$ cat src/logic/fdc_pkg.sv
package fdc_pkg;

	////////////////////////////////////////////////////////////
	// I/O window and port offsets
	////////////////////////////////////////////////////////////

	// 256-byte window starting here
	localparam logic [15:0] io_base = 16'hE000;

	localparam logic [7:0] port_mmca = 8'd0;
	localparam logic [7:0] port_spdr = 8'd1;
	localparam logic [7:0] port_spsr = 8'd2;
	localparam logic [7:0] port_txd = 8'd4;
	localparam logic [7:0] port_ctl = 8'd6;
	localparam logic [7:0] port_tmr1 = 8'd7;
	localparam logic [7:0] port_tmr2 = 8'd8;
	localparam logic [7:0] port_led = 8'd16;

	////////////////////////////////////////////////////////////
	// Rate dividers
	////////////////////////////////////////////////////////////

	// Clock cycles per serial bit, 2 or more
	localparam int uart_div = 8;
	// Clock cycles per half sck period, 1 or more
	localparam int spi_half = 2;
	// Clock cycles per timer decrement, 2 or more
	localparam int tick_div = 20;

	////////////////////////////////////////////////////////////
	// Port codes and FSM states
	////////////////////////////////////////////////////////////

	// Decoded port, io_none for anything unmapped
	typedef enum logic [3:0] {
		io_none,
		io_mmca,
		io_spdr,
		io_spsr,
		io_txd,
		io_ctl,
		io_tmr1,
		io_tmr2,
		io_led
	} io_port_e;

	typedef enum logic [1:0] {tx_idle, tx_start, tx_data, tx_stop} uart_state_e;

	typedef enum logic [0:0] {spi_idle, spi_shift} spi_state_e;

endpackage
$ cat src/logic/fdc_io.sv
`timescale 1ns/10ps

module fdc_io (
	input  logic clk,
	input  logic reset_n,
	input  logic [15:0] addr,
	input  logic [7:0] wdata,
	input  logic wr,
	input  logic ce,
	input  logic sd_dat,
	output logic [7:0] rdata,
	output logic uart_txd,
	output logic sd_clk,
	output logic sd_cmd,
	output logic sd_cs,
	output logic [7:0] green_leds
);
	import fdc_pkg::*;

	logic [7:0] wdata_q;
	logic wr_txd;
	logic wr_spdr;
	logic wr_tmr1;
	logic wr_tmr2;
	logic wr_mmca;
	logic wr_led;
	io_port_e rd_port;

	logic tx_busy;
	logic spi_done;
	logic [7:0] spi_rx;
	logic [7:0] tmr1_q;
	logic [7:0] tmr2_q;

	////////////////////////////////////////////////////////////
	// Decode
	////////////////////////////////////////////////////////////

	fdc_io_decode decode0 (
		.clk(clk),
		.reset_n(reset_n),
		.addr(addr),
		.wdata(wdata),
		.wr(wr),
		.ce(ce),
		.wdata_q(wdata_q),
		.wr_txd(wr_txd),
		.wr_spdr(wr_spdr),
		.wr_tmr1(wr_tmr1),
		.wr_tmr2(wr_tmr2),
		.wr_mmca(wr_mmca),
		.wr_led(wr_led),
		.rd_port(rd_port)
	);

	////////////////////////////////////////////////////////////
	// Devices
	////////////////////////////////////////////////////////////

	fdc_uart_tx uart0 (
		.clk(clk),
		.reset_n(reset_n),
		.load(wr_txd),
		.data(wdata_q),
		.txd(uart_txd),
		.busy(tx_busy)
	);

	// SD card in SPI mode, data out of the card is miso
	fdc_spi_master spi0 (
		.clk(clk),
		.reset_n(reset_n),
		.start(wr_spdr),
		.data(wdata_q),
		.miso(sd_dat),
		.sck(sd_clk),
		.mosi(sd_cmd),
		.rx_data(spi_rx),
		.done(spi_done)
	);

	fdc_countdown tmr1 (
		.clk(clk),
		.reset_n(reset_n),
		.load(wr_tmr1),
		.data(wdata_q),
		.value(tmr1_q)
	);

	fdc_countdown tmr2 (
		.clk(clk),
		.reset_n(reset_n),
		.load(wr_tmr2),
		.data(wdata_q),
		.value(tmr2_q)
	);

	////////////////////////////////////////////////////////////
	// Registers and read back
	////////////////////////////////////////////////////////////

	fdc_io_regfile regs0 (
		.clk(clk),
		.reset_n(reset_n),
		.wdata_q(wdata_q),
		.wr_led(wr_led),
		.wr_mmca(wr_mmca),
		.rd_port(rd_port),
		.tx_busy(tx_busy),
		.spi_done(spi_done),
		.spi_rx(spi_rx),
		.tmr1_q(tmr1_q),
		.tmr2_q(tmr2_q),
		.green_leds(green_leds),
		.sd_cs(sd_cs),
		.rdata(rdata)
	);

endmodule

$ cat src/logic/fdc_io_regfile.sv
`timescale 1ns/10ps

module fdc_io_regfile (
	input  logic clk,
	input  logic reset_n,
	input  logic [7:0] wdata_q,
	input  logic wr_led,
	input  logic wr_mmca,
	input  fdc_pkg::io_port_e rd_port,
	input  logic tx_busy,
	input  logic spi_done,
	input  logic [7:0] spi_rx,
	input  logic [7:0] tmr1_q,
	input  logic [7:0] tmr2_q,
	output logic [7:0] green_leds,
	output logic sd_cs,
	output logic [7:0] rdata
);
	import fdc_pkg::*;

	logic [7:0] rd_mux;

	////////////////////////////////////////////////////////////
	// Write-only registers
	////////////////////////////////////////////////////////////

	always_ff @(posedge clk or negedge reset_n) begin
		if (!reset_n) begin
			green_leds <= 8'h00;
			// Card deselected
			sd_cs <= 1'b1;
		end else begin
			if (wr_led)
				green_leds <= wdata_q;
			if (wr_mmca)
				sd_cs <= wdata_q[0];
		end
	end

	////////////////////////////////////////////////////////////
	// Read data
	////////////////////////////////////////////////////////////

	// Unmapped and write-only ports read as all ones
	always_comb begin
		case (rd_port)
			io_ctl: rd_mux = {7'b0, tx_busy};
			io_spsr: rd_mux = {7'b0, spi_done};
			io_spdr: rd_mux = spi_rx;
			io_tmr1: rd_mux = tmr1_q;
			io_tmr2: rd_mux = tmr2_q;
			default: rd_mux = 8'hFF;
		endcase
	end

	always_ff @(posedge clk or negedge reset_n) begin
		if (!reset_n)
			rdata <= 8'hFF;
		else
			rdata <= rd_mux;
	end

endmodule

$ cat src/logic/fdc_countdown.sv
`timescale 1ns/10ps

module fdc_countdown (
	input  logic clk,
	input  logic reset_n,
	input  logic load,
	input  logic [7:0] data,
	output logic [7:0] value
);
	import fdc_pkg::*;

	localparam int pre_w = $clog2(tick_div);

	logic [pre_w-1:0] pre_cnt;
	logic tick;

	assign tick = pre_cnt == pre_w'(tick_div - 1);

	always_ff @(posedge clk or negedge reset_n) begin
		if (!reset_n) begin
			pre_cnt <= '0;
			value <= '0;
		end else if (load) begin
			// New count restarts the tick period
			pre_cnt <= '0;
			value <= data;
		end else if (tick) begin
			pre_cnt <= '0;
			// Holds at zero
			if (value != 8'd0)
				value <= value - 8'd1;
		end else begin
			pre_cnt <= pre_cnt + 1'b1;
		end
	end

endmodule

$ cat src/logic/fdc_spi_master.sv
`timescale 1ns/10ps

module fdc_spi_master (
	input  logic clk,
	input  logic reset_n,
	input  logic start,
	input  logic [7:0] data,
	input  logic miso,
	output logic sck,
	output logic mosi,
	output logic [7:0] rx_data,
	output logic done
);
	import fdc_pkg::*;

	localparam int half_w = $clog2(spi_half + 1);

	spi_state_e state;
	logic [half_w-1:0] half_cnt;
	logic [2:0] bit_cnt;
	logic [7:0] shreg;
	logic miso_q;
	logic half_end;

	assign half_end = half_cnt == half_w'(spi_half - 1);

	////////////////////////////////////////////////////////////
	// Mode 0 shifter
	////////////////////////////////////////////////////////////

	always_ff @(posedge clk or negedge reset_n) begin
		if (!reset_n) begin
			state <= spi_idle;
			half_cnt <= '0;
			bit_cnt <= '0;
			shreg <= '0;
			miso_q <= 1'b0;
			sck <= 1'b0;
			done <= 1'b0;
		end else if (state == spi_idle) begin
			if (start) begin
				state <= spi_shift;
				shreg <= data;
				half_cnt <= '0;
				bit_cnt <= '0;
				done <= 1'b0;
			end
		end else if (half_end) begin
			half_cnt <= '0;
			sck <= ~sck;
			if (!sck) begin
				// Rising sck, sample the slave
				miso_q <= miso;
			end else begin
				// Falling sck, shift in sample and present next bit
				shreg <= {shreg[6:0], miso_q};
				bit_cnt <= bit_cnt + 3'd1;
				if (bit_cnt == 3'd7) begin
					state <= spi_idle;
					done <= 1'b1;
				end
			end
		end else begin
			half_cnt <= half_cnt + 1'b1;
		end
	end

	// MSB of the shifter is the line out
	assign mosi = shreg[7];
	// After the eighth bit the shifter holds the received byte
	assign rx_data = shreg;

endmodule

$ cat src/logic/fdc_uart_tx.sv
`timescale 1ns/10ps

module fdc_uart_tx (
	input  logic clk,
	input  logic reset_n,
	input  logic load,
	input  logic [7:0] data,
	output logic txd,
	output logic busy
);
	import fdc_pkg::*;

	localparam int div_w = $clog2(uart_div);

	uart_state_e state;
	logic [div_w-1:0] div_cnt;
	logic [2:0] bit_idx;
	logic [7:0] shreg;
	logic bit_end;

	// Last clock of the current bit time
	assign bit_end = div_cnt == div_w'(uart_div - 1);

	always_ff @(posedge clk or negedge reset_n) begin
		if (!reset_n) begin
			state <= tx_idle;
			div_cnt <= '0;
			bit_idx <= '0;
		end else if (state == tx_idle) begin
			// Load is ignored outside idle
			if (load) begin
				state <= tx_start;
				div_cnt <= '0;
			end
		end else if (bit_end) begin
			div_cnt <= '0;
			case (state)
				tx_start: begin
					state <= tx_data;
					bit_idx <= '0;
				end
				tx_data: begin
					if (bit_idx == 3'd7)
						state <= tx_stop;
					bit_idx <= bit_idx + 3'd1;
				end
				default: state <= tx_idle;
			endcase
		end else begin
			div_cnt <= div_cnt + 1'b1;
		end
	end

	// LSB goes out first
	always_ff @(posedge clk) begin
		if (state == tx_idle && load)
			shreg <= data;
		else if (state == tx_data && bit_end)
			shreg <= {1'b0, shreg[7:1]};
	end

	always_comb begin
		case (state)
			tx_start: txd = 1'b0;
			tx_data: txd = shreg[0];
			default: txd = 1'b1;
		endcase
	end

	assign busy = state != tx_idle;

endmodule

$ cat src/logic/fdc_io_decode.sv
`timescale 1ns/10ps

module fdc_io_decode (
	input  logic clk,
	input  logic reset_n,
	input  logic [15:0] addr,
	input  logic [7:0] wdata,
	input  logic wr,
	input  logic ce,
	output logic [7:0] wdata_q,
	output logic wr_txd,
	output logic wr_spdr,
	output logic wr_tmr1,
	output logic wr_tmr2,
	output logic wr_mmca,
	output logic wr_led,
	output fdc_pkg::io_port_e rd_port
);
	import fdc_pkg::*;

	logic in_window;
	logic wr_hit;
	io_port_e port_sel;

	// Base is 256-aligned, so only the high byte matters
	assign in_window = addr[15:8] == io_base[15:8];
	assign wr_hit = ce && wr;

	always_comb begin
		port_sel = io_none;
		if (in_window) begin
			case (addr[7:0])
				port_mmca: port_sel = io_mmca;
				port_spdr: port_sel = io_spdr;
				port_spsr: port_sel = io_spsr;
				port_txd: port_sel = io_txd;
				port_ctl: port_sel = io_ctl;
				port_tmr1: port_sel = io_tmr1;
				port_tmr2: port_sel = io_tmr2;
				port_led: port_sel = io_led;
				default: port_sel = io_none;
			endcase
		end
	end

	// Read code follows the address every cycle, write pulses only on strobe
	always_ff @(posedge clk or negedge reset_n) begin
		if (!reset_n) begin
			rd_port <= io_none;
			wr_txd <= 1'b0;
			wr_spdr <= 1'b0;
			wr_tmr1 <= 1'b0;
			wr_tmr2 <= 1'b0;
			wr_mmca <= 1'b0;
			wr_led <= 1'b0;
		end else begin
			rd_port <= port_sel;
			wr_txd <= wr_hit && port_sel == io_txd;
			wr_spdr <= wr_hit && port_sel == io_spdr;
			wr_tmr1 <= wr_hit && port_sel == io_tmr1;
			wr_tmr2 <= wr_hit && port_sel == io_tmr2;
			wr_mmca <= wr_hit && port_sel == io_mmca;
			wr_led <= wr_hit && port_sel == io_led;
		end
	end

	// Data byte lines up with the pulses
	always_ff @(posedge clk) begin
		wdata_q <= wdata;
	end

endmodule

$ cat config.mk
export PLATFORM = sky130hd
export DESIGN_NAME = fdc_io
export DESIGN_NICKNAME = d
export VERILOG_FILES = /design/src/logic/fdc_pkg.sv /design/src/logic/fdc_io.sv /design/src/logic/fdc_io_regfile.sv /design/src/logic/fdc_countdown.sv /design/src/logic/fdc_spi_master.sv /design/src/logic/fdc_uart_tx.sv /design/src/logic/fdc_io_decode.sv
export SDC_FILE = /design/constraint.sdc
export NUM_CORES = 1
export LEC_CHECK = 0
export ABC_AREA = 0
export BUFFER_PORTS_ARGS = -buffer_cell sky130_fd_sc_hd__buf_2
export CAP_MARGIN = 20
export CORE_MARGIN = 10
export CORE_UTILIZATION = 30
export CTS_BUF_LIST = sky130_fd_sc_hd__clkbuf_4 sky130_fd_sc_hd__clkbuf_8 sky130_fd_sc_hd__clkbuf_16
export DETAILED_ROUTE_END_ITERATION = 12
export PLACE_DENSITY = 0.56
export SYNTH_ARGS = -nofsm -noshare
export SYNTH_HDL_FRONTEND = slang
export SYNTH_SLANG_ARGS = --single-unit
$ cat constraint.sdc
create_clock -name clk -period 4.4 [get_ports clk]
set_clock_uncertainty 0.2 [all_clocks]
set_input_delay 0.22 -clock clk [delete_from_list [all_inputs] [get_ports clk]]
set_output_delay 0.22 -clock clk [all_outputs]
set_load 0.1 [all_outputs]
Yosys cells after proc, flatten, opt, wreduce, memory -nomap -nowiden
Memories as Yosys holds them, arrays and structs flattened. Cells that the tools add are included.

$add $sub $neg: 8. Multipliers: 0. Div/mod/pow operators: 0. $lt $le $gt $ge: 0. Eq/ne operators: 25. Shift-type cells: 0. Muxes and demuxes: 46. Bitwise operators: 2. Reduce and logical (&&, ||, !) cells: 30.

Operator list (count): $mux W8 (12); $pmux W8 S5 (1); $eq A4 B3 Y1 const B (6); $mux W3 (7); $mux W5 (4); $reduce_bool A2 Y1 (9); $reduce_bool A8 Y1 (2); $sub A8 B1 Y8 const B (2); $mux W2 (7); $eq A4 B2 Y1 const B (3); $reduce_and A3 Y1 (4); $add A5 B1 Y5 const B (2); $eq A5 B5 Y1 const B (2); $mux W1 (10); $add A3 B1 Y3 const B (3); $eq A3 B3 Y1 const B (3); $logic_and A1 B1 Y1 (9); $eq A8 B8 Y1 const B (1); $mux W4 (2); $ne A2 B2 Y1 const B (3); $pmux W3 S2 (1); $reduce_and A2 Y1 (3); $eq A2 B1 Y1 const B (2); $eq A4 B1 Y1 const B (1); other kinds (11) (12).

Register bits: 94. Bits in latches: 0. Memory bits (writable): 0. Bits in read-only memories: 128. Input port bits: 29. Output and inout bits: 20. Word-level logic and storage cells: 138. Memories: 1.

Memory list: (name not given) (depth 32, width 4, rd ports 1, clocked after memory_dff 0, wr ports 0, line fdc_io_decode.sv:32) `case (addr[7:0])`.

Longest topological paths before layout
Gate-level depths: netlist of the first run.

Word-level depth: 5. Mapped depth: 7. Gate-level depth less buffers: 6.

Hierarchy
Synthesis of the first run repeated with hierarchy kept, for this count alone.

Cells, all modules: 405. Area total of the unflattened synthesis: 4650.7 um2.

By module, submodules not included: fdc_io_regfile (times used 1, cells each 60, area each 815.8 um2, sequential area each 436.7 um2); fdc_spi_master (times used 1, cells each 67, area each 789.5 um2, sequential area each 425.4 um2); fdc_uart_tx (times used 1, cells each 60, area each 775.7 um2, sequential area each 440.4 um2); fdc_countdown at tmr1 (times used 1, cells each 77, area each 774.5 um2, sequential area each 325.3 um2); fdc_countdown at tmr2 (times used 1, cells each 82, area each 773.2 um2, sequential area each 325.3 um2); fdc_io_decode (times used 1, cells each 59, area each 721.9 um2, sequential area each 410.4 um2).

Worst setup path after synthesis of the first run
OpenSTA, ideal clock, no wires.

Path type: register to output. Start: register uart0.state[0]. End: output uart_txd. Arrival time: 2.771 ns. Required time: 3.980 ns. Path slack: 1.209 ns. Cell stages (with the launch flop): 4. Buffers on the path: 0. Path through: dfrtp_1 > inv_1 > ha_1 > o21ai_0.

Longest elaborated chain between the ends: 2. Elaborated cells between the ends (all ways): 3. Classes of those cells: 2 x eq/ne; 1 x mux.

Ends and longest elaborated chain: start: declaration (line fdc_uart_tx.sv:15) `uart_state_e state;`; start signal: assignment (line fdc_uart_tx.sv:26) `state <= tx_idle;`; start signal: assignment (line fdc_uart_tx.sv:32) `state <= tx_start;`; start signal: assignment (line fdc_uart_tx.sv:39) `state <= tx_data;`; $eq A2 B2 Y1 / $eq A2 B1 Y1 (equally long branches) (line fdc_uart_tx.sv:63) `case (state)`; $pmux W1 S2 * (line fdc_uart_tx.sv:63); end: declaration (line fdc_io.sv:12) `output logic uart_txd,`.

Every way passes the cells marked *; elsewhere a longest branch is shown, timed or not.

Worst setup path after layout of the first run
Start: register decode0.wr_tmr1. End: register tmr1.value[0].

Longest elaborated chain between the ends: 2. Elaborated cells between the ends (all ways): 4. Classes of those cells: 1 x mux; 3 x reduce/logical.

Ends and longest elaborated chain: start: declaration (line fdc_io_decode.sv:13) `output logic wr_tmr1,`; start signal: assignment (line fdc_io_decode.sv:60) `wr_tmr1 <= wr_hit && port_sel == io_tmr1;`; $reduce_bool A2 Y1 (no source line); $reduce_and A2 Y1 (no source line); end signal: assignment (line fdc_countdown.sv:26) `value <= data;`; end signal: assignment (line fdc_countdown.sv:31) `value <= value - 8'd1;`; end: declaration (line fdc_countdown.sv:8) `output logic [7:0] value`.

Parallel ways exist; a longest one is shown, timed or not. A chain may end at the register's enable or synchronous reset.

==> results of run 1 <==
synthesized netlist by cell type (all sizes together), types with 5 or more instances:
| library cell | number | share of area (%) |
|---|---|---|
| and2 | 5 | 0.69 |
| nand2b | 10 | 1.4 |
| nand3 | 6 | 0.66 |
| nor2b | 14 | 1.9 |
| clkbuf | 12 | 0.99 |
| nor2 | 40 | 3.3 |
| nor3 | 7 | 0.77 |
| edfxtp | 8 | 5.3 |
| mux2 | 19 | 4.7 |
| xnor2 | 5 | 0.97 |
| a21oi | 28 | 3.1 |
| a22oi | 6 | 0.99 |
| dfrtp | 69 | 38 |
| and3 | 6 | 0.83 |
| mux2i | 15 | 3.3 |
| dfxtp | 8 | 3.5 |
| ha | 19 | 5.3 |
| nand2 | 38 | 3.2 |
| inv | 15 | 1.2 |
| o21ai | 28 | 3.1 |
| dfstp | 9 | 5.2 |
stage by stage:
step                      instances  utilization [%]  worst slack (ns)  area, um2
after global placement          643             33.7              2.27       4940
after global routing            671             36.8              1.95       5390
after floorplan                 426                -              1.21       4530
after detailed placement        643             33.7              2.20       4940
final                           671             36.8              2.14       5390
after CTS                       670             36.6              2.15       5360
state kept, by name, summed over array words and instances, names as in the netlist, 2 cells and up:
name	count
tmr2.value	8
spi0.half_cnt	2
regs0.rdata	8
uart0.state	2
decode0.rd_port	4
decode0.wdata_q	8
uart0.shreg	8
uart0.bit_idx	3
tmr1.pre_cnt	5
tmr1.value	8
regs0.green_leds	8
spi0.bit_cnt	3
tmr2.pre_cnt	5
spi0.rx_data	8
uart0.div_cnt	3
power breakdown:
part	switching, mW	internal [mW]
combinational	0.187	0.117
clock	0.339	0.460
sequential	0.0617	0.936
worst max path at each step:
stage,slack [ns],from,cells after the start,to
2_1_floorplan,1.21,uart0.state[0]$_DFFE_PN0P_,3,uart_txd
3_3_place_gp,2.27,decode0.wr_tmr1$_DFF_PN0_,4,tmr1.value[0]$_DFFE_PN0P_
3_5_place_dp,2.20,spi0.state$_DFF_PN0_,4,spi0.rx_data[7]$_DFFE_PN0P_
4_1_cts,2.15,uart0.state[0]$_DFFE_PN0P_,4,uart_txd
5_1_grt,1.95,spi0.state$_DFF_PN0_,4,spi0.rx_data[4]$_DFFE_PN0P_
6_report,2.14,decode0.wr_tmr1$_DFF_PN0_,4,tmr1.value[0]$_DFFE_PN0P_
area by class of cell:
class | instances | area share (%)
clock buffer | 10 | 4.44
multi-input combinational | 302 | 38.0
sequential | 94 | 43.9
tap | 184 | 4.27
inverter | 15 | 1.05
timing repair buffer | 60 | 7.06
clock inverter | 6 | 1.28
logic make-up after synthesis:
logic type	after synthesis
adder cells (fa/ha/maj)	19
AO/OA/AOI/OAI	96
AND/OR/NAND/NOR	147
buffers and inverters	30
flip-flops	94
XOR/XNOR	6
multiplexers	34
repair_timing:
item | CTS | global route
hold buffers | 11 | 0
resized for setup | 0 | 0
hold endpoints to repair | 79 | 0
metal layers:
metal  global-route usage, %  wire (um)
met4                    4.29        157
met2                    15.7       4580
met1                    15.2       5370
met5                       0          0
met3                    3.91        735
worst max-delay path, cell delays in order, from the launching register on:
cell,delay (ns)
sky130_fd_sc_hd__dfrtp_1,0.65
sky130_fd_sc_hd__nor4_2,0.38
sky130_fd_sc_hd__nand4b_1,0.29
sky130_fd_sc_hd__and2_1,0.31
sky130_fd_sc_hd__a221o_1,0.31
==> results by stage, run 1 <==
Outcome:
- The run finished with clean final reports.

Critical path:
- In this run the worst path has a maximum fanout of 25.
- The nature of the critical path startpoint is a register.
- At the worst endpoint, the required time is between 4 and 5 ns.
- The kind of end point of the critical path is a register.
- The origin of the critical flop-to-flop path is decode0.wr_tmr1$_DFF_PN0_.
- STA puts the critical path data arrival time at roughly 2.3 ns.
- The logic depth of the worst register-to-register path is 4.
- By startpoint and endpoint, the worst setup path is classified as reg -> reg.
- In this run the critical register-to-register path is captured at tmr1.value[0]$_DFFE_PN0P_.
- The internal reg-to-reg setup slack is between 2 and 2.5 ns.

Route:
- The first routing iteration left 314 violations.
- In the final routed layout, each cell accounts on average for about 16 um.
- The routed layout has roughly 3.4k vias.
- The sum of routed wire length over all layers is between 10000 and 15000 um.
- The residual DRC count is 0.
- The count of nets left with antenna violations once routing finished came out at 0.
- The first detailed-routing pass took 4 iterations.
- Using the TritonRoute via totals, the vias-per-cell ratio works out to 5.00.

Floorplan:
- In this run the core area contains 44 standard-cell rows.
- The floorplan step set the die height to 143 um.
- The top-level port count is roughly 50.
- The effective utilization at floorplan is 30.9%.
- The floorplan core area is between 0.01 and 0.015 mm2.
- The die covers a little over 0.02 mm2.
- The die span in x is about 140 um.

Run:
- The tool flagged a number of max-cap violations equal to 0.

Placement:
- The number of port buffers is 48.
- The final weighted congestion in routability-driven placement is roughly 0.87.
- Once detailed placement completed, the half-perimeter wirelength came to between 7000 and 8000 um.

STA:
- For the final routed database, the setup TNS stands at 0 ns.
- At the pin with the least slew margin, the transition time is around 0.79 ns.
- The final critical-path share of the clock period is between 50% and 60%.
- The post-route worst hold slack is around 0.020 ns.
- Setup repair after global routing left no endpoint under its margin.
- The count of endpoints failing hold in the final timing report is 0.
- The final critical delay including setup and external delays is about 2.3 ns.
- For this run, the top clock speed supported by timing is roughly 440 MHz.
- The final setup violation count is 0.
- The worst pin sits at a relative slew slack of a little under half.
- The count of pins over their slew limit is 0.

Global route:
- Global routing finished with a remaining overflow of 0.
- Entering global routing, the biggest net connects 79 pins.
- The initial antenna violation count is 0.
- The first global-routing pass estimated 18100 um of wire.
- The via count of the first global-routing pass came to ~3.6k.
- Global routing used between 10% and 20% of the available tracks across all layers.

Worst hold path:
- The source of the worst hold timing path is addr[12].
- The number of cells traversed by the worst hold path is 4.
- The endpoint of the worst hold path is decode0.rd_port[2]$_DFF_PN0_.
- The worst hold path belongs to the class in -> reg.

Logic synthesis:
- The number of enable flip-flop cells after synthesis is 8.
- The async set-reset flop share out of synthesis is 83.0%.
- The Yosys step of the flow raised 0 warnings.
- The dominant combinational cell family by area after synthesis is simple AND/OR/NAND/NOR gates.
- Synthesis instantiated 57 different standard cells from the library.
- The post-synthesis area per instance is between 10 and 15 um2.
- Of the total synthesized cell area, the portion taken by full adders, half adders and majority gates is 5.25%.
- Of the total synthesized cell area, the portion taken by XOR and XNOR cells is 1.16%.
- The net count of the mapped netlist is between 400 and 500.
- The primary flip-flop cell chosen by synthesis mapping is sky130_fd_sc_hd__dfrtp_1.
- The multiplexer fraction of the synthesized cell area is just over 8%.
- The sequential area share after synthesis is a little over half.
- The summed instance area of the synthesized netlist is approximately 0.0045 mm2.
- Synthesis inferred 94 register bits.
- The share of the synthesized area in compound gates (AO/OA/AOI/OAI) is 13.6%.
- After Yosys synthesis, and, or, nand and nor cells account for between 15 and 20% of the synthesized area.
- Synthesis produced a netlist whose cell count is about 430.

Clocking:
- TritonCTS created 9 clock buffers.
- TritonCTS built the clock tree.
- No sink is reached through more buffers than the 2 on the longest clock path.
- Clock-pin slew was measured on the worst setup and hold paths at ~0.060 ns.
- Buffers added to address setup during post-CTS repair amount to 0.
- The clock insertion delay at the later pin of the skew report is 0.34 ns.
- The root buffer cell chosen for the clock tree is sky130_fd_sc_hd__clkbuf_16.
- The number of levels in the clock H-tree is 3.
- The number of sinks driven by the clock tree is 94.

Layout:
- The number of antenna diodes in the final layout is 0.
- The library cells used most frequently in the layout, excluding fill and tap cells, are sky130_fd_sc_hd__dfrtp_1 (69), sky130_fd_sc_hd__buf_2 (47), sky130_fd_sc_hd__nor2_1 (40).
- The share of post-route cells with drive strength above 1 is a little over a fifth.
- The area growth from synthesis to layout is 19.0%.
- The multi-input logic area is a little over 0.002 mm2.
- The filler cell count in the final layout is around 1.4k.
- The commonest non-fill, non-tap cell in the layout is sky130_fd_sc_hd__dfrtp_1.
- The net count of the finished layout is 530.
- The sequential standard cell area is around 0.0024 mm2.

Power and ir drop:
- Power spread over the standard cell area amounts to a little under 400 mW/mm2.
- The leakage power is 2.43 nW.
- The maximum vdd ir drop is around 190 uV.
- The completed layout was analyzed and its total power is 2.10 mW.
Power figures use the tool's default switching activity.
==> run 2, diff against run 1 <==
--- a/config.mk
+++ b/config.mk
@@ -12,7 +12,7 @@
 export CORE_UTILIZATION = 30
 export CTS_BUF_LIST = sky130_fd_sc_hd__clkbuf_4 sky130_fd_sc_hd__clkbuf_8 sky130_fd_sc_hd__clkbuf_16
 export DETAILED_ROUTE_END_ITERATION = 12
-export PLACE_DENSITY = 0.56
+export PLACE_DENSITY = 0.58
 export SYNTH_ARGS = -nofsm -noshare
 export SYNTH_HDL_FRONTEND = slang
 export SYNTH_SLANG_ARGS = --single-unit
==> constraint.sdc (replaced) <==
create_clock -name clk -period 1.9 [get_ports clk]
set_clock_uncertainty 0.2 [all_clocks]
set_input_delay 0.095 -clock clk [delete_from_list [all_inputs] [get_ports clk]]
set_output_delay 0.095 -clock clk [all_outputs]
set_load 0.1 [all_outputs]
==> results by stage, run 2 (synthesized netlist as in run 1, its figures left out) <==
Clocking:
- The post-CTS clock slew at the launch and capture registers of the worst setup and hold paths is approximately 0.06 ns.
- The H-tree was split into 3 levels.
- TritonCTS built the clock tree.
- Buffers inserted during clock tree synthesis total 9.
- The clock root buffer is sky130_fd_sc_hd__clkbuf_16.
- The clock reaches the later pin of the worst-skew pair after between 0.3 and 0.4 ns.
- The number of sinks driven by the clock tree is 94.
- The number of buffers on the longest clock path is 2.

STA:
- Measured against its own limit, the worst slew margin works out to 66.6%.
- In the final timing run, aggregate negative setup slack is 0 ns.
- At the pin with the least slew margin, the transition time is about 0.5 ns.
- Dividing the final minimum period by the clock period gives a little over nine tenths.
- The highest attainable clock frequency is roughly 550 MHz.
- The count of pins over their slew limit is 0.
- Hold timing on the final database bottoms out at a slack of -0.0280 ns.
- Counting I/O delays and the setup requirement, the final critical path takes ~1.8 ns.
- The count of endpoints failing hold in the final timing report is 3.
- The smallest setup slack after layout is approximately 0.080 ns.
- Setup violations remaining at the end of the flow were counted as 0.

Floorplan:
- The effective utilization at floorplan is between 30 and 40%.
- The floorplan step defined a die boundary enclosing roughly 0.02 mm2.
- The initialized floorplan defines 44 standard-cell rows.
- The floorplan core area is ~0.015 mm2.
- The die span in x is about 140 um.
- During I/O placement, the number of pins put on the boundary was 49.
- The die is about 140 um tall.

Route:
- In the final routed layout, each cell accounts on average for approximately 16 um.
- The routed design has between 10000 and 15000 um of wire.
- Across all layers, the routed design uses 3481 vias.
- For this run, design rule violations remaining after detail routing come to 0.
- In this run the remaining antenna-violating nets after routing total 0.
- The number of search-and-repair iterations in the first detailed-routing pass is 4.
- The mean number of vias per cell is around 5.0.
- After the first detailed-routing iteration, the DRC count stood at ~180.

Power and ir drop:
- The power density relative to cell area is 889 mW/mm2.
- For this design the static power due to leakage is roughly 2.6 nW.
- The maximum vdd ir drop is roughly 380 uV.

Critical path:
- The worst path required time is between 1.5 and 2 ns.
- The setup path with the least slack is of type in -> reg.
- In this design, the largest share of critical-path delay is due to simple AND/OR/NAND/NOR gates.
- The kind of end point of the critical path is a register.
- The launch point of the critical path is addr[6].
- The instance count on the critical path is 6.
- The internal reg-to-reg setup slack is 0.12 ns.
- Traced cell by cell, the critical path runs through buf_2, or4_4, nor4_4, nand4b_1, nor2_1, dlygate4sd3_1.
- On the critical path, the stage with the largest delay is an instance of sky130_fd_sc_hd__or4_4.
- The endpoint of the most critical setup path is decode0.wr_spdr$_DFF_PN0_.
- STA classifies the critical path startpoint as an input port.
- The number of buffer and inverter stages on the critical path is 2.
- Measured in cells, the most critical reg-to-reg path has a length of 4.
- The terminus of the critical flop-to-flop path is tmr1.value[0]$_DFFE_PN0P_.
- The origin of the critical flop-to-flop path is decode0.wr_tmr1$_DFF_PN0_.
- In this design, the stage delay of the slowest critical-path cell is 0.54 ns.
- The biggest fanout along the worst timing path is 3.
- At the worst endpoint, the arrival time is between 1.5 and 2 ns.

Global route:
- The pin count of the biggest net entering global routing is 32.
- The first-pass GRT wire length is between 15000 and 20000 um.
- The aggregate global routing overflow is 0.
- The via count of the first global-routing pass was between 3k and 4k.
- The all-layer global routing usage is 11.4%.
- The initial antenna violation count was 0.

Placement:
- Detailed placement ended at an HPWL of between 7000 and 8000 um.
- The count of buffers added on input and output ports is 48.
- Routability-driven placement finished with a final weighted congestion of between 0.8 and 0.9.
- In this run the cell area measured after placement is 0.00515 mm2.
- The worst setup slack before clock tree synthesis is ~0.03 ns.

Layout:
- The post-route netlist has a little over a quarter of its cells at a drive strength greater than 1.
- The top cell types in the final layout, fill and taps aside, are sky130_fd_sc_hd__dfrtp_1 (68), sky130_fd_sc_hd__buf_2 (46), sky130_fd_sc_hd__nor2_1 (40).
- The antenna cell count is 0.
- At the end of the flow the core is filled with cells to approximately two fifths.
- Leaving out fill and tap cells, the most frequent cell in the layout is sky130_fd_sc_hd__dfrtp_1.
- The final non-filler cell area is around 0.0057 mm2.
- After the last flow step, the layout net total stands at 562.
- From synthesis to final layout, the design area changed by 26.4%.

Run:
- Across the run, the number of max-cap violations was 0.

Worst hold path:
- The number of cells traversed by the worst hold path is 5.
- In this run the most critical hold path is launched from addr[8].
- The class of the most critical hold timing path is in -> reg.

Outcome:
- The flow ran to the end, but the final reports show violations.
- The checks that failed: hold timing.
==> run 2: cell types whose count changed in the layout (fill, tap and decap cells not counted), sizes merged <==
cell,change
bufinv,+1
dlygate4sd3,+9
dlymetal6s4s,+1
inv,-1
buf,+22
==> run 2: cell type report <==
| type | instances | area [um2] |
|---|---|---|
| Inverter | 15 | 56.3 |
| Fill cell | 1432 | 8920 |
| Sequential cell | 94 | 2370 |
| Clock inverter | 6 | 83.8 |
| Tap cell | 184 | 230 |
| Multi-Input combinational cell | 302 | 2080 |
| Timing Repair Buffer | 92 | 668 |
| Clock buffer | 10 | 239 |
==> run 2: worst reg2reg max path: cells and delay by family (launching register included) <==
| kind | cells | cell delay [ns] |
|---|---|---|
| AND/OR/NAND/NOR | 3 | 0.73 |
| flip-flops | 1 | 0.44 |
| AO/OA/AOI/OAI | 1 | 0.31 |
==> run 2: stage by stage <==
stage	hold WS (ns)	total power, mW	cells
final	-0.0280	5.09	703
after global routing	-0.00262	5.36	703
after CTS	-0.0313	5.15	701
after floorplan	-0.401	2.83	426
after detailed placement	-0.117	3.15	665
after global placement	-0.124	3.10	665
==> run 2: layer usage <==
metal  wire length (um)  up-vias  GRT usage [%]
met5                  0        -              0
met3                493       22           2.75
met1               5290     1683           14.6
li1                   -     1691              -
met2               5070       85           17.8
met4                259        0           5.37
==> run 2: timing repair <==
| action | 4_1_cts | 5_1_grt |
|---|---|---|
| hold buffers | 20 | 1 |
| setup buffers | 0 | 1 |
| endpoints found under the hold margin | 91 | 1 |
| setup endpoints to repair | 0 | 25 |
| resized for setup | 0 | 8 |
==> run 2: report_power, final <==
group	internal [mW]	switching (mW)
sequential	2.17	0.138
clock	1.18	0.766
combinational	0.368	0.463
total	3.72	1.37
==> run 2: how the worst min path moves through the flow <==
stage,endpoint,slack (ns)
global placement,tmr2.pre_cnt[2]$_DFF_PN0_,-0.12
finish,decode0.wr_mmca$_DFF_PN0_,-0.03
CTS,decode0.wr_mmca$_DFF_PN0_,-0.03
detailed placement,tmr2.pre_cnt[2]$_DFF_PN0_,-0.12
floorplan,decode0.rd_port[0]$_DFF_PN0_,-0.40
global route,decode0.wr_mmca$_DFF_PN0_,-0.003
==> run 3, diff against run 2 <==
--- a/config.mk
+++ b/config.mk
@@ -6,13 +6,13 @@
 export NUM_CORES = 1
 export LEC_CHECK = 0
 export ABC_AREA = 0
-export BUFFER_PORTS_ARGS = -buffer_cell sky130_fd_sc_hd__buf_2
 export CAP_MARGIN = 20
 export CORE_MARGIN = 10
 export CORE_UTILIZATION = 30
 export CTS_BUF_LIST = sky130_fd_sc_hd__clkbuf_4 sky130_fd_sc_hd__clkbuf_8 sky130_fd_sc_hd__clkbuf_16
 export DETAILED_ROUTE_END_ITERATION = 12
-export PLACE_DENSITY = 0.58
+export DONT_BUFFER_PORTS = 1
+export PLACE_DENSITY = 0.55
 export SYNTH_ARGS = -nofsm -noshare
 export SYNTH_HDL_FRONTEND = slang
 export SYNTH_SLANG_ARGS = --single-unit
==> results by stage, run 3 (synthesized netlist as in run 1, its figures left out) <==
Outcome:
- The flow ran to the end, but the final reports show violations.
- The final reports fail on hold timing.

Power and ir drop:
- Cell internal power was estimated by the tool at 3.56 mW.
- The power density relative to cell area is 871 mW/mm2.
- The share of total power dissipated in combinational logic is 15.1%.
- The design draws between 4 and 5 mW.
- Per report_power, the sequential group accounts for 47.1% of the total.
- Across the VDD grid, the largest voltage drop is 496 uV.
- In this run the static leakage power is roughly 2.5 nW.
- The net switching power figure is 1.32 mW.
- Of the total power, the share spent switching nets is between 20% and 30%.
- The power share of the clock group is roughly 38%.

Layout:
- The share of post-route cells with drive strength above 1 is approximately 20%.
- The commonest non-fill, non-tap cell in the layout is sky130_fd_sc_hd__dfrtp_1.
- The layout has 1450 filler cells.
- Relative to the synthesized area, the layout overhead comes to 24.0%.
- In the final design database the tool counted 536 nets.
- In the layout the commonest cells are sky130_fd_sc_hd__dfrtp_1 (68), sky130_fd_sc_hd__nor2_1 (40), sky130_fd_sc_hd__nand2_1 (36), sky130_fd_sc_hd__buf_4 (36), sky130_fd_sc_hd__dlygate4sd3_1 (29).
- The finished layout holds roughly 680 standard cells, fillers aside.
- The repair_antennas step left the layout with diodes totalling 0.

Global route:
- The initial antenna violation count is 0.
- The pin count of the biggest net entering global routing is 79.
- The aggregate global routing overflow is 0.
- In the global route stage, met1 resource usage came out at roughly 14%.
- The via count of the first global-routing pass came to around 3.4k.
- The routing usage on met3 is 4.21%.
- The met2 layer usage reported by global route is roughly 17%.
- The all-layer global routing usage is between 10 and 15%.
- The first-pass GRT wire length is 17700 um.
- The busiest metal layer after global routing is met2.

Critical path:
- At the worst endpoint, the required time is a little under 2 ns.
- The kind of end point of the critical path is a register.
- The most critical setup path has its startpoint at addr[9].
- The endpoint identified for the worst register-to-register timing path is uart0.shreg[4]$_DFFE_PP_.
- The worst register-to-register path begins at uart0.state[0]$_DFFE_PN0P_.
- Walking the worst path, the cells encountered are dlygate4sd3_1, or4b_1, nor4_4, nand2_2, nor4_2.
- The nature of the critical path startpoint is an input port.
- The worst register-to-register path has a setup slack of 0.11 ns.
- The data arrival time of the worst path is about 1.9 ns.
- The slowest stage of the critical path is the sky130_fd_sc_hd__or4b_1 cell.
- By startpoint and endpoint, the worst setup path is classified as in -> reg.
- The biggest fanout along the worst timing path is 5.
- The worst register-to-register path has a depth of 4.
- The largest incremental delay on the critical path is 0.56 ns.

Placement:
- Detailed placement ended at an HPWL of between 7000 and 8000 um.
- During placement, the flow inserted port buffers numbering 0.
- The final weighted congestion in routability-driven placement is roughly 0.8.
- The number of placed instances with taps included is 630.

Floorplan:
- For this configuration, the core starts out at a cell density of 30.9%.
- The floorplan core area is 0.0146 mm2.
- The overall die area is between 0.02 and 0.025 mm2.
- The floorplan step set the die height to around 140 um.
- The total number of placement rows is between 40 and 50.
- The die span in x is around 140 um.
- 49 I/O pins were placed.

STA:
- The final critical delay including setup and external delays is 1.81 ns.
- The total negative slack is 0 ns.
- The post-route worst hold slack is -0.770 ns.
- In this run the tightest slew margin relative to its limit is about two thirds.
- Derived from the worst setup path, the maximum achievable clock frequency is 552 MHz.
- The final critical-path share of the clock period is between 90% and 100%.
- Setup repair after global routing left no endpoint under its margin.
- Setup violations remaining at the end of the flow were counted as 0.
- The count of pins over their slew limit is 0.
- The count of endpoints failing hold in the final timing report was 78.
- For the pin with the worst max-slew slack, the measured transition is between 0.5 and 0.6 ns.

Route:
- The sum of routed wire length over all layers is 10800 um.
- The mean number of vias per cell is ~5.0.
- For this run, design rule violations remaining after detail routing come to 0.
- The mean routed wirelength per cell is roughly 16 um.
- The number of violations reported at the end of detailed-routing iteration 0 is around 200.
- The total via count in the routed design is 3352.
- The first detailed-routing pass took 5 iterations.
- The residual antenna-violating net count after detailed routing is 0.

Clocking:
- The number of buffers created by CTS is 9.
- The clock root buffer is sky130_fd_sc_hd__clkbuf_16.
- TritonCTS built the clock tree.
- The clock insertion delay at the later pin of the skew report is 0.36 ns.
- The post-CTS clock slew at the launch and capture registers of the worst setup and hold paths is roughly 0.07 ns.
- The H-tree was split into 3 levels.
- The clock net in this run drives a total of 94 sinks.
- The number of buffers on the longest clock path is 2.

Worst hold path:
- In this run the worst hold path is classified as in -> async.

Run:
- The number of maximum-capacitance constraint violations is 0.
## run 3: cell count changes in the layout (fill, tap and decap cells not counted), sizes merged
cell and change:
clkinv +1, dlymetal6s4s -1, buf -34, bufinv -1
clkinvlp -1, dlygate4sd3 +9, clkbuf +1
## run 3: worst max-delay path by stage
stage	slack (ns)	to
2_1_floorplan	0.08	spi0.rx_data[7]$_DFFE_PN0P_
3_3_place_gp	0.06	tmr1.value[7]$_DFFE_PN0P_
3_5_place_dp	0.12	uart0.shreg[6]$_DFFE_PP_
4_1_cts	0.03	uart_txd
5_1_grt	0.005	decode0.wr_mmca$_DFF_PN0_
6_report	0.09	decode0.wr_mmca$_DFF_PN0_
## run 3: final cells by class
| class | count | area, um2 | area share [%] |
|---|---|---|---|
| Tap cell | 184 | 230 | 4.10 |
| Clock inverter | 5 | 57.6 | 1.03 |
| Multi-Input combinational cell | 302 | 2080 | 37.1 |
| Sequential cell | 94 | 2370 | 42.2 |
| Inverter | 15 | 56.3 | 1.00 |
| Timing Repair Buffer | 66 | 572 | 10.2 |
| Clock buffer | 11 | 246 | 4.39 |
## run 3: repair_timing
| action | CTS | global route |
|---|---|---|
| endpoints found under the hold margin | 97 | 87 |
| pin swaps | 0 | 3 |
| hold buffers | 29 | 1 |
| endpoints found under the setup margin | 1 | 15 |
| buffers inserted | 0 | 2 |
| gates resized for setup | 1 | 7 |
## run 3: layer usage
layer	part of all wire [%]	wire, um
met1	47	5120
met2	46	4960
met3	5.6	602
met4	1.2	127
met5	0	0
## run 3: metrics by stage
| stage | utilization, % | instance area (um2) | hold WS [ns] | worst slack (ns) |
|---|---|---|---|---|
| floorplan | - | 4530 | -0.401 | 0.0831 |
| global placement | 33.9 | 4970 | -0.396 | 0.0613 |
| detailed placement | 33.9 | 4970 | -0.396 | 0.119 |
| CTS | 38.0 | 5570 | -0.783 | 0.0266 |
| global route | 38.3 | 5610 | -0.791 | 0.00547 |
| finish | 38.3 | 5610 | -0.770 | 0.0874 |
## run 3: power by group through the flow
stage               registers (mW)  logic (mW)  clock network [mW]
finish                        2.30       0.737                1.85
global route                  2.32       0.837                2.01
CTS                           2.30       0.742                1.91
global placement              2.33       0.650                   0
floorplan                     2.30       0.535                   0
detailed placement            2.34       0.674                   0
## run 3: critical path, delay by kind of cell
family / cells / cell delay (ns)
and+or+nand+nor: 4 / 1.24
buffers and inverters: 1 / 0.52
